`src/rtl/frame_read_params.svh`:
```
`ifndef FRAME_READ_PARAMS_SVH
`define FRAME_READ_PARAMS_SVH

// ====================
// Field widths
// ====================
`define FNUM_W 9
`define ADDR_W 25
// Frame length in bytes, a frame holds length/4 words
`define FLEN_W 16
`define RPT_W 5
`define ZOOM_W 4
`define BSIZE_W 32

// ====================
// Memory and queue sizing
// ====================
// Words per read command
`define MEM_BL 8
`define BCQ_DEPTH 16
// Frame start addresses sit on 4 KB boundaries
`define ALIGN_BITS 12

`endif

```
`src/rtl/queue_entry_pkg.sv`:
```
`include "frame_read_params.svh"

package queue_entry_pkg;

  // ====================
  // Frame control queue
  // ====================

  // One frame descriptor, 47 bits
  typedef struct packed {
    logic [`ADDR_W-1:0] start_addr;
    logic [`ZOOM_W-1:0] zoom;
    logic [`FLEN_W-1:0] frame_len;
    logic               tail;
    logic               bottom;
  } fcq_entry_t;

  // Capture side write port
  typedef struct packed {
    logic               valid;
    logic [`FNUM_W-1:0] fnum;
    fcq_entry_t         entry;
  } fcq_wr_t;

  // ====================
  // Buffer control queue
  // ====================

  // Descriptor as written by capture
  typedef struct packed {
    logic               video;
    logic               frame;
    logic               audio;
    logic [`FNUM_W-1:0] head_fnum;
    logic [`FNUM_W-1:0] top_fnum;
  } bcq_desc_t;

  // Stored entry, size is sampled at write time
  typedef struct packed {
    bcq_desc_t           desc;
    logic [`BSIZE_W-1:0] size;
  } bcq_entry_t;

endpackage

```
`src/rtl/read_addr_gen.sv`:
```
`timescale 1ns/10ps
`include "frame_read_params.svh"

module read_addr_gen (
  input  logic                        clk,
  input  logic                        rst,
  input  logic                        load_i,
  input  queue_entry_pkg::fcq_entry_t entry_i,
  input  logic                        mem_rd_cmd_i,
  input  logic                        mem_rd_vld_i,
  input  logic [2:0]                  type_i,
  output logic                        sof_o,
  output logic                        eof_o,
  output logic [`ADDR_W-1:0]          rd_addr_o,
  output logic [2:0]                  type_o,
  output logic                        addr_err_o
);

  localparam int BURST_BYTES = `MEM_BL * 4;

  logic [`FLEN_W-1:0] word_cnt;
  logic [`FLEN_W-1:0] last_word;
  logic [`ADDR_W-1:0] addr;

  // ====================
  // Word counter and sideband
  // ====================
  assign last_word = (entry_i.frame_len >> 2) - 1'b1;
  assign sof_o     = mem_rd_vld_i && (word_cnt == '0);
  assign eof_o     = mem_rd_vld_i && (word_cnt == last_word);

  always_ff @(posedge clk) begin
    if (rst) begin
      word_cnt <= '0;
    end else if (mem_rd_vld_i) begin
      word_cnt <= eof_o ? '0 : word_cnt + 1'b1;
    end
  end

  // Buffer type flags, one stage to ease timing
  always_ff @(posedge clk) begin
    type_o <= type_i;
  end

  // ====================
  // Burst address
  // ====================
  always_ff @(posedge clk) begin
    if (rst) begin
      addr <= '0;
    end else if (load_i) begin
      addr <= entry_i.start_addr;
    end else if (mem_rd_cmd_i) begin
      addr <= addr + `ADDR_W'(BURST_BYTES);
    end
  end

  always_ff @(posedge clk) begin
    rd_addr_o <= addr;
  end

  // Sticky flag for an unaligned frame start
  always_ff @(posedge clk) begin
    if (rst) begin
      addr_err_o <= 1'b0;
    end else if (load_i && entry_i.start_addr[`ALIGN_BITS-1:0] != '0) begin
      addr_err_o <= 1'b1;
    end
  end

endmodule

```
`config.mk`:
```
export PLATFORM = sky130hd
export DESIGN_NAME = read_addr_gen
export DESIGN_NICKNAME = d
export VERILOG_FILES = /design/src/rtl/queue_entry_pkg.sv /design/src/rtl/read_addr_gen.sv
export VERILOG_INCLUDE_DIRS = /design/src /design/src/rtl
export SDC_FILE = /design/constraint.sdc
export NUM_CORES = 1
export LEC_CHECK = 0
export ABC_AREA = 1
export BUFFER_PORTS_ARGS = -buffer_cell sky130_fd_sc_hd__buf_2
export CORE_UTILIZATION = 55
export CTS_CLUSTER_DIAMETER = 100
export DETAILED_ROUTE_END_ITERATION = 8
export PLACE_DENSITY = 0.82
export SETUP_SLACK_MARGIN = 0.1
export SYNTH_ARGS = -nofsm -noshare
export SYNTH_HDL_FRONTEND = slang
export SYNTH_SLANG_ARGS = --single-unit
```
`constraint.sdc`:
```
create_clock -name clk -period 4.55 [get_ports clk]
set_clock_uncertainty 0.05 [all_clocks]
set_input_delay 0.2275 -clock clk [delete_from_list [all_inputs] [get_ports clk]]
set_output_delay 0.2275 -clock clk [all_outputs]
set_load 0.01 [all_outputs]
```
==> impl_results.md, run 1 <==
- Yosys warnings: 0
- Routed wire per std cell: 13.1 um
- DP Area: 3930 um2
- Hold Crit Start: entry_i[22]
- Synth Register Bits: 70
- CP peak stage delay: 0.31 ns
- Critical path launch point: entry_i[4]
- Final Critical Period: 2.21 ns
- CP Class: primary input to output pin
- Worst rel slew slack: 0.361
- Via count: 3483
- Cts bufs inserted: 9
- Sw frac: 0.264
- GRT Total Usage: 0.272
- Residual DRC count: 0
- I/O Pins: 86
- Synthesized cell area: about 3500 um2
- Worst-Margin Slew: around 0.95 ns
- Vias in the first global route: slightly above 3000
- # clock sinks: 70
- Hold buffers post-CTS: 3
- Total setup buffers inserted after CTS: 0
- Nets@finish: 638
- Antenna cells: 0
- CTS tree: built
- Required time worst endpoint: 4.27 ns
- Met2 Use GR: 0.424
- Met3 Resource Use GR: 0.0789
- Htree depth: 3
- Largest net degree at the start of global routing: 22
- Avg Cell Area, Syn: 7.05 um2
- Post-synth top area share: 0.399
- RSZ-0062 raised after global routing: no
- Via density: 5.29
- Core area: 6030 um2
- Worst path cell trace: buf_2 > inv_1 > ha_1 > nand2_1 > nor2_1 > nand3_1 > nand2_1 > nand2_1 > nor2_2 > inv_1 > nor2_1 > nand2_2 > inv_1 > buf_2
- Slowest CP cell: ha_1
- Distinct cells, synth: 31
- CTS max path bufs: 2
- Most frequent cells in the layout: 126 x nand2_1, 77 x buf_2, 70 x dfxtp_1
- Detailed placement HPWL: 6.34 mm
- Met1 usage: 0.350
- Die height: 81.9 um
- Fillers: 500
- Top FF cell, synth: dfxtp_1
- Overflow after GRT: 0
- Clk_lat worst skew: 0.35 ns
- Busiest metal layer after global routing: met2
- Port Buffers: 77
- Final Instance Area: about 4200 um2
- Logic pwr share: 0.118
- CTS clock-pin slew for the worst setup and hold paths: about 0.070 ns
- Flop pwr share: 0.510
- Worst-path maximum fanout: 7
- Initial drt markers: ~210
- Clock root cell: clkbuf_8
- Endpoint class of the critical path: output pin
- DR pass1 iterations: 5
- Cells after synthesis: 498
- Synth area leader: dfxtp_1
- Die Wd: 81.9 um
- Post-cts sizing count: 0
- Status: complete, no violations
- Final period util: 0.485
- Clock power share: 0.372
- Area delta synth->final: 18.4%
- Critical Path AT: 1.93 ns
- Pins Over Slew Limit: 0
- Post-synth EDFFs: 0
- Critical Path Start Type: primary input
- Site row count: 28
- Post-Syn Nets: 557
- Worst r2r src: addr[5]
- Top cells by area, synth: dfxtp_1 40%, nand2_1 13%, nor2_1 7.1%
- Gpl congestion: around 0.94
- Post-synthesis sequential area ratio: 0.399
- Post-Route WL: around 8.6 mm
- DRT antenna net count: 0
- Final Hold Fails: 0
- Worst vdd ir: 305 uV
- Sw power: 0.000345 W
- Initial cell density of the core: 0.582
- Setup-failing EPs final: 0
- Cell Pwr Density: 314 nW/um2
- Share of layout cells above drive strength 1: 0.202
- Hold Path Class: primary input to flop
- Commonest non-fill, non-tap cell in the layout: nand2_1
- Leak Pwr: 1.87 nW
- Share of synthesized registers carrying an async set or reset: 0
- Number of max-cap violations: 0
- Setup TNS: 0 ns
- Die ar.: 6700 um2
- Int Pwr: 0.000961 W
- Initial antenna violation count: 0
- Fmax achieved: about 0.45 GHz
- First-pass GRT wire length: 13.8 mm
==> layout make-up <==
type	instances	area [um2]	area share
clock buffer	11	131	0.0316
clock inverter	5	60.1	0.0145
inverter	54	203	0.0488
multi-input combinational	364	1850	0.445
sequential	70	1400	0.337
tap	75	93.8	0.0226
timing repair buffer	80	415	0.100
==> sequential cells by signal (all words and copies together), names as in the netlist <==
register    flops
word_cnt       16
rd_addr_o      25
type_o          3
addr           25
addr_err_o      1
==> cells by family (layout without fill, tap and decap cells) <==
group,Yosys count,count (layout),synth area share
AOI/OAI and AO/OA,58,58,0.0930
xor gates and xnor gates,32,32,0.0799
adders and majority gates,4,4,0.0143
buffers and inverters,64,150,0.0734
DFF,70,70,0.399
and+or+nand+nor,270,270,0.340
==> power by group through the flow <==
stage / Combinational [W] / Sequential (W) / Clock, W
2_1_floorplan: 0.0000819 / 0.000683 / 0
3_3_place_gp: 0.000146 / 0.000678 / 0
3_5_place_dp: 0.000149 / 0.000679 / 0
4_1_cts: 0.000153 / 0.000666 / 0.000494
5_1_grt: 0.000173 / 0.000670 / 0.000527
6_report: 0.000154 / 0.000666 / 0.000486
==> worst max-delay path, delay by kind of cell <==
kind | cells | cell delay [ns]
and+or+nand+nor | 8 | 0.85
buffers and inverters | 5 | 0.52
adders and majority gates | 1 | 0.31
==> Yosys cell counts (4+ instances only) <==
master / number
dfxtp_1: 70
a22oi_1: 5
inv_1: 54
a31oi_1: 8
nor2_1: 66
nor3_1: 5
ha_1: 4
o21ai_0: 23
xor2_1: 19
clkbuf_1: 8
nand2_1: 126
nor4_1: 8
nand2_2: 5
nand4_1: 5
a21oi_1: 17
xnor2_1: 13
nor2_2: 16
nand3_1: 31
==> stage by stage <==
stage          total power [W]  cells  worst slack (ns)   util  hold WS (ns)
2_1_floorplan         0.000765    498              2.84      -         0.205
3_3_place_gp          0.000824    640              2.42  0.653         0.280
3_5_place_dp          0.000828    640              2.37  0.653         0.282
4_1_cts                0.00131    659              2.36  0.690        0.0677
5_1_grt                0.00137    659              2.17  0.690        0.0696
6_report               0.00131    659              2.34  0.690        0.0734
==> metal layers <==
layer	vias up	part of all wire
li1	1753	-
met1	1579	0.45
met2	138	0.45
met3	13	0.080
met4	0	0.015
met5	-	0
==> path summary, 6_finish.rpt <==
check,endpoint,slack [ns],cells past startpoint
setup / recovery,eof_o,2.34,14
hold / removal,addr[0],0.07,3
setup reg to reg,addr[17],2.47,9
hold reg to reg,rd_addr_o[1],0.29,0
(Power assumes the default switching activity.)
==> inputs of run 2 (changes only) <==
--- a/config.mk
+++ b/config.mk
@@ -6,12 +6,12 @@
 export SDC_FILE = /design/constraint.sdc
 export NUM_CORES = 1
 export LEC_CHECK = 0
-export ABC_AREA = 1
+export ABC_AREA = 0
 export BUFFER_PORTS_ARGS = -buffer_cell sky130_fd_sc_hd__buf_2
-export CORE_UTILIZATION = 55
+export CORE_UTILIZATION = 53
 export CTS_CLUSTER_DIAMETER = 100
 export DETAILED_ROUTE_END_ITERATION = 8
-export PLACE_DENSITY = 0.82
+export PLACE_DENSITY = 0.8
 export SETUP_SLACK_MARGIN = 0.1
 export SYNTH_ARGS = -nofsm -noshare
 export SYNTH_HDL_FRONTEND = slang
==> constraint.sdc (replaced) <==
create_clock -name clk -period 2.3 [get_ports clk]
set_clock_uncertainty 0.05 [all_clocks]
set_input_delay 0.115 -clock clk [delete_from_list [all_inputs] [get_ports clk]]
set_output_delay 0.115 -clock clk [all_outputs]
set_load 0.01 [all_outputs]
==> run 2 against run 1 <==
The run now ends with negative setup slack left. Via count fell by 13%. Clock-buffer cell count unchanged. Hold slack worse by 0.060 ns. Critical path depth is 7 lower. Clock power increased by 92%. Sequential power up 97%. Critical endpoint unchanged.
==> impl_results.md, run 2 <==
- Final Hold Fails: 0 (unchanged)
- Post-synthesis sequential area ratio: 0.415 (was 0.399)
- Htree depth: 3 (unchanged)
- Initial antenna violation count: 0 (unchanged)
- Final Critical Period: 2.32 ns
- Place WS: -0.225 ns (was 2.37 ns)
- Nets@finish: 539 (was 638)
- Routed wire per std cell: 14.5 um (was 13.1 um)
- DR pass1 iterations: 4 (was 5)
- Commonest cells in the netlist: 70 x dfxtp_1, 46 x nor2_1, 26 x xnor2_1 (was 126 x nand2_1, 70 x dfxtp_1, 66 x nor2_1)
- Failing checks: negative setup slack
- Gpl congestion: 0.913 (was 0.945)
- CTS clock-pin slew for the worst setup and hold paths: 0.07 ns (about the same)
- Detailed placement HPWL: 5.80 mm (was 6.34 mm)
- Placed cell count: 520 (was 640)
- Area delta synth->final: 29.5% (was 18.4%)
- R2R cell count: 8 (was 9)
- Fmax achieved: approximately 0.43 GHz
- Worst-path maximum fanout: 5 (was 7)
- Cell Pwr Density: 590 nW/um2 (was 314 nW/um2)
- Top FF cell, synth: dfxtp_1 (unchanged)
- CTS tree: built (unchanged)
- Status: finished with violations (was complete, no violations)
- Hold Path Class: primary input to flop (unchanged)
- Post-synth EDFFs: 0 (unchanged)
- Pins Over Slew Limit: 0 (unchanged)
- Number of max-cap violations: 0 (unchanged)
- Worst rel slew slack: 0.551 (was 0.361)
- Final std cells w/o fill: 559 (was 659)
- Share of synthesized registers carrying an async set or reset: 0 (unchanged)
- Worst hold path depth: 3 (unchanged)
- Clock root cell: clkbuf_8 (unchanged)
- Critical Path Start Type: flop (was primary input)
- Critical path launch point: word_cnt[7] (was entry_i[4])
- Most frequent cells in the layout: 77 x buf_2, 67 x dfxtp_1, 45 x nor2_1 (was 126 x nand2_1, 77 x buf_2, 70 x dfxtp_1)
- CTS max path bufs: 2 (unchanged)
- Initial drt markers: 162 (was 212)
- Via count: 3032 (was 3483)
- Distinct cells, synth: 56 (was 31)
- Residual DRC count: 0 (unchanged)
- Die Wd: 81.8 um (was 81.9 um)
- Critical Path AT: 2.16 ns (was 1.93 ns)
- Final Instance Area: 4370 um2 (was 4160 um2)
- Site row count: 28 (unchanged)
- Cts bufs inserted: 9 (unchanged)
- Cells after synthesis: 363 (was 498)
- WHS: 0.0133 ns (was 0.0734 ns)
- CP endpoint: eof_o (unchanged)
- Worst vdd ir: 631 uV (was 305 uV)
- Clk_lat worst skew: 0.33 ns (was 0.35 ns)
- Yosys warnings: 0 (unchanged)
- Share of layout cells above drive strength 1: 0.306 (was 0.202)
- Antenna cells: 0 (unchanged)
- DRT antenna net count: 0 (unchanged)
- Required time worst endpoint: 2.13 ns (was 4.27 ns)
- Setup-failing EPs final: 1 (was 0)
- DP Area: 3890 um2 (was 3930 um2)
- Leak Pwr: 1.85 nW (was 1.87 nW)
- Top cells by area, synth: dfxtp_1 41%, xnor2_1 6.7%, xor2_1 5.7% (was dfxtp_1 40%, nand2_1 13%, nor2_1 7.1%)
- RR Endpoint: word_cnt[11] (was addr[17])
- First-pass GRT wire length: 13.2 mm (was 13.8 mm)
- RSZ-0062 raised after global routing: yes (was no)
- CP Class: flop to output pin (was primary input to output pin)
- Post-Syn Nets: 422 (was 557)
- Die ar.: 6690 um2 (was 6700 um2)
- Commonest non-fill, non-tap cell in the layout: buf_2 (was nand2_1)
- Biggest regs: addr: 25 flops, rd_addr_o: 25 flops, word_cnt: 16 flops (unchanged)
- Setup ws final: -0.0226 ns (was 2.34 ns)
- # clock sinks: 70 (unchanged)
- Synth area leader: dfxtp_1 (unchanged)
- Most common cell in the synthesized netlist: dfxtp_1 (was nand2_1)
- Total power: 0.00258 W (was 0.00131 W)
- Worst r2r src: word_cnt[13] (was addr[5])
- Endpoint class of the critical path: output pin (unchanged)
- Reg2reg setup slack: 0.10 ns (was 2.47 ns)
- Overflow after GRT: 0 (unchanged)
- Die height: 81.8 um (was 81.9 um)
- Final period util: 1.01
- Vias in the first global route: 2924 (was 3097)
- Largest net degree at the start of global routing: 32 (was 22)
- Post-Route WL: 8.08 mm (was 8.62 mm)
- Via density: 5.42 (was 5.29)
- Synth Register Bits: 70 (unchanged)
- I/O Pins: 86 (unchanged)
- Core area: 6030 um2 (unchanged)
- Worst-Margin Slew: 0.673 ns (was 0.954 ns)
- Post-synth top area share: 0.415 (was 0.399)
- Port Buffers: 77 (unchanged)
- Avg Cell Area, Syn: 9.30 um2 (was 7.05 um2)
- Initial cell density of the core: 0.560 (was 0.582)
- Synthesized cell area: 3380 um2 (was 3510 um2)
- GRT Total Usage: 0.261 (was 0.272)
-- run 2: kinds of logic (layout without fill, tap and decap cells) --
logic type / after synthesis / in the layout / share of synthesized area
simple gates: 159 / 159 / 0.257
flops: 70 / 70 / 0.415
xor+xnor: 48 / 48 / 0.124
compound gates: 41 / 41 / 0.0978
buf+inv: 28 / 149 / 0.0519
mux: 13 / 13 / 0.0393
fa+ha+maj: 4 / 4 / 0.0148
-- run 2: per-layer routing --
metal  vias to the layer above  GRT usage  wire length [um]
met5                         -          0                 0
met4                         0     0.0754                91
met3                         8     0.0744               408
met2                        85      0.436              3920
met1                      1429      0.326              3660
li1                       1510          -                 -
-- run 2: how the worst min path moves through the flow --
stage / start / to
2_1_floorplan: type_i[0] / type_o[0]
3_3_place_gp: type_i[1] / type_o[1]
3_5_place_dp: type_i[2] / type_o[2]
4_1_cts: entry_i[46] / addr[24]
5_1_grt: entry_i[37] / addr[15]
6_report: entry_i[24] / addr[2]
-- run 2: layout make-up --
type	instances	area [um2]
Clock buffer	11	141
Clock inverter	4	47.5
Fill cell	456	1650
Inverter	10	37.5
Multi-Input combinational cell	265	1850
Sequential cell	70	1410
Tap cell	75	93.8
Timing Repair Buffer	124	801
-- run 2: report_power, final --
part	internal, W	switching (W)	leakage (nW)
clock network	0.000521	0.000412	0.0952
registers	0.00127	0.0000420	0.579
logic	0.000163	0.000169	1.18
total	0.00196	0.000623	1.85
-- run 2: metrics by stage --
stage                     TNS, ns  utilization
after floorplan                 0            -
after global placement      -1.64        0.646
after detailed placement    -2.33        0.646
after CTS                 -0.0230        0.722
after global routing       -0.426        0.726
final                     -0.0226        0.726
-- run 2: repair_timing --
item                                   4_1_cts  5_1_grt
setup buffers                                2        0
resized for setup                           10        4
endpoints found under the hold margin       22        0
setup endpoints to repair                   17       17
pin swaps                                    5        3
hold buffers                                22        0
-- run 2: worst max-delay path, cell delays in order (launching register included) --
cell and delay [ns]:
dfxtp_1 0.46, xnor2_1 0.16, nand4b_1 0.20, o22ai_1 0.40, o211ai_1 0.18, nor2_2 0.11, and4b_1 0.20, buf_2 0.13
==> inputs of run 3 (changes only) <==
--- a/config.mk
+++ b/config.mk
@@ -8,10 +8,11 @@
 export LEC_CHECK = 0
 export ABC_AREA = 0
 export BUFFER_PORTS_ARGS = -buffer_cell sky130_fd_sc_hd__buf_2
-export CORE_UTILIZATION = 53
+export CORE_MARGIN = 1.5
+export CORE_UTILIZATION = 48
 export CTS_CLUSTER_DIAMETER = 100
 export DETAILED_ROUTE_END_ITERATION = 8
-export PLACE_DENSITY = 0.8
+export PLACE_DENSITY = 0.76
 export SETUP_SLACK_MARGIN = 0.1
 export SYNTH_ARGS = -nofsm -noshare
 export SYNTH_HDL_FRONTEND = slang
==> constraint.sdc (replaced) <==
create_clock -name clk -period 2 [get_ports clk]
set_clock_uncertainty 0.05 [all_clocks]
set_input_delay 0.1 -clock clk [delete_from_list [all_inputs] [get_ports clk]]
set_output_delay 0.1 -clock clk [all_outputs]
set_load 0.01 [all_outputs]
==> run 3 against run 2 <==
The flow still finishes with violations (negative setup slack). Cell area rose by 7.4%. Setup slack got worse by 0.31 ns. Register-to-register slack got worse by 0.37 ns. Total power rose by 27%. Clock-buffer cell count did not move. Core utilization fell by 3.5 points. Sequential share of layout area fell by 2.2 points. Wire length rose by 9.1%. Largest power group unchanged. Highest routed layer unchanged.
==> impl_results.md, run 3 (synthesis results as in run 2) <==
- Fmax achieved: between 0.4 and 0.5 GHz
- DRT antenna net count: 0 (unchanged)
- Critical Path AT: 2.18 ns (was 2.16 ns)
- Gpl congestion: 0.921 (was 0.913)
- Biggest regs: addr: 25 flops, rd_addr_o: 25 flops, word_cnt: 16 flops (unchanged)
- Die ar.: 7550 um2 (was 6690 um2)
- WHS: 0.00894 ns (was 0.0133 ns)
- Initial drt markers: 225 (was 162)
- Via count: 3134 (was 3032)
- Final Hold Fails: 0 (unchanged)
- Port Buffers: 77 (unchanged)
- Most frequent cells in the layout: 77 x buf_2, 66 x dfxtp_1, 45 x nor2_1, 45 x buf_4, 25 x xnor2_1 (was 77 x buf_2, 67 x dfxtp_1, 45 x nor2_1)
- Setup ws final: -0.330 ns (was -0.0226 ns)
- CTS max path bufs: 2 (unchanged)
- Commonest non-fill, non-tap cell in the layout: buf_2 (unchanged)
- Share of layout cells above drive strength 1: 0.356 (was 0.306)
- Placed cell count: 564 (was 520)
- Die height: 86.9 um (was 81.8 um)
- DR pass1 iterations: 5 (was 4)
- Setup-failing EPs final: 17 (was 1)
- Cts bufs inserted: 9 (unchanged)
- Final std cells w/o fill: 604 (was 559)
- Final Critical Period: ~2.3 ns
- Setup TNS: -3.90 ns (was -0.0226 ns)
- Endpoint class of the critical path: output pin (unchanged)
- Status: finished with violations (unchanged)
- Total power: 0.00328 W (was 0.00258 W)
- Die Wd: 86.9 um (was 81.8 um)
- Worst vdd ir: 647 uV (was 631 uV)
- Failing checks: negative setup slack (unchanged)
- Worst hold path depth: 3 (unchanged)
- Initial antenna violation count: 0 (unchanged)
- Clock power share: 0.414 (was 0.362)
- Sw frac: 0.237 (was 0.241)
- CP Class: flop to output pin (unchanged)
- Detailed placement HPWL: 5.99 mm (was 5.80 mm)
- Overflow after GRT: 0 (unchanged)
- Logic pwr share: 0.127 (was 0.129)
- Nets@finish: 562 (was 539)
- R2R cell count: 8 (unchanged)
- Sw power: 0.000777 W (was 0.000623 W)
- Number of max-cap violations: 0 (unchanged)
- Worst-path maximum fanout: 3 (was 5)
- Routed wire per std cell: 14.6 um (was 14.5 um)
- Clock root cell: clkbuf_8 (unchanged)
- Largest net degree at the start of global routing: 28 (was 32)
- Final period util: 1.17
- Hold Path Class: primary input to flop (unchanged)
- Cell Pwr Density: 699 nW/um2 (was 590 nW/um2)
- Clk_lat worst skew: 0.34 ns (was 0.33 ns)
- CTS clock-pin slew for the worst setup and hold paths: 0.07 ns (about the same)
- Flop pwr share: 0.459 (was 0.510)
- Core area: 6790 um2 (was 6030 um2)
- First-pass GRT wire length: 14.2 mm (was 13.2 mm)
- Htree depth: 3 (unchanged)
- I/O Pins: 86 (unchanged)
- Initial cell density of the core: 0.497 (was 0.560)
- Antenna cells: 0 (unchanged)
- RSZ-0062 raised after global routing: yes (unchanged)
- Required time worst endpoint: 1.85 ns (was 2.13 ns)
- Leak Pwr: 1.99 nW (was 1.85 nW)
- Worst rel slew slack: 0.534 (was 0.551)
- Post-Route WL: 8.82 mm (was 8.08 mm)
- GRT Total Usage: 0.241 (was 0.261)
- Critical Path Start Type: flop (unchanged)
- Int Pwr: 0.00251 W (was 0.00196 W)
- Worst-Margin Slew: 0.699 ns (was 0.673 ns)
- Area delta synth->final: 39.1% (was 29.5%)
- Pins Over Slew Limit: 0 (unchanged)
- # clock sinks: 70 (unchanged)
- Vias in the first global route: 3218 (was 2924)
- Residual DRC count: 0 (unchanged)
- CTS tree: built (unchanged)
- Site row count: 30 (was 28)
- Via density: 5.19 (was 5.42)
==> run 3: metrics by stage <==
stage          area [um2]  utilization  setup WS [ns]
5_1_grt              4700        0.691         -0.452
3_5_place_dp         4100        0.604         -0.618
3_3_place_gp         4100        0.604         -0.627
4_1_cts              4650        0.684         -0.329
2_1_floorplan        3380            -         -0.270
6_report             4700        0.691         -0.330
==> run 3: power by group through the flow <==
| stage | clock network [W] | registers (W) | logic [W] |
|---|---|---|---|
| 2_1_floorplan | 0 | 0.00155 | 0.000180 |
| 3_3_place_gp | 0 | 0.00153 | 0.000358 |
| 3_5_place_dp | 0 | 0.00154 | 0.000369 |
| 4_1_cts | 0.00137 | 0.00151 | 0.000411 |
| 5_1_grt | 0.00143 | 0.00151 | 0.000456 |
| 6_report | 0.00136 | 0.00151 | 0.000418 |
==> run 3: repair_timing <==
item                                    4_1_cts  5_1_grt
endpoints found under the setup margin       19       23
pin swaps                                    12        2
hold buffers                                 22        0
endpoints found under the hold margin        22        0
resized for setup                            18        7
setup buffers                                 1        1
==> run 3: path summary, 6_finish.rpt <==
check                           slack, ns      endpoint          from
worst max register to register      -0.27  word_cnt[15]   word_cnt[5]
worst min register to register       0.30  rd_addr_o[0]       addr[0]
worst min-delay path                0.009      addr[23]   entry_i[45]
worst max-delay path                -0.33         eof_o  word_cnt[15]
==> run 3: layer usage <==
layer  share of wire  vias to the layer above  global-route usage  wire [um]
met3           0.046                       28              0.0559        403
met4           0.029                        0               0.119        255
met5               0                        -                   0          0
li1                -                     1555                   -          -
met2            0.51                       97               0.423       4490
met1            0.42                     1454               0.275       3670
==> run 3: cell type report <==
type | instances | area, um2
multi-input combinational | 265 | 1910
inverter | 10 | 37.5
clock buffer | 11 | 131
clock inverter | 5 | 108
fill | 466 | 2100
timing repair buffer | 147 | 986
sequential | 70 | 1410
tap | 96 | 120
==> run 3: worst max-delay path, stage by stage, from the launching register on <==
cell and delay (ns):
dfxtp_1 0.31, buf_4 0.14, buf_4 0.13, nor2_2 0.14, nand4_1 0.13, a311oi_2 0.30
a31oi_2 0.10, buf_4 0.16, nor2_1 0.10, and4b_1 0.20, buf_2 0.13
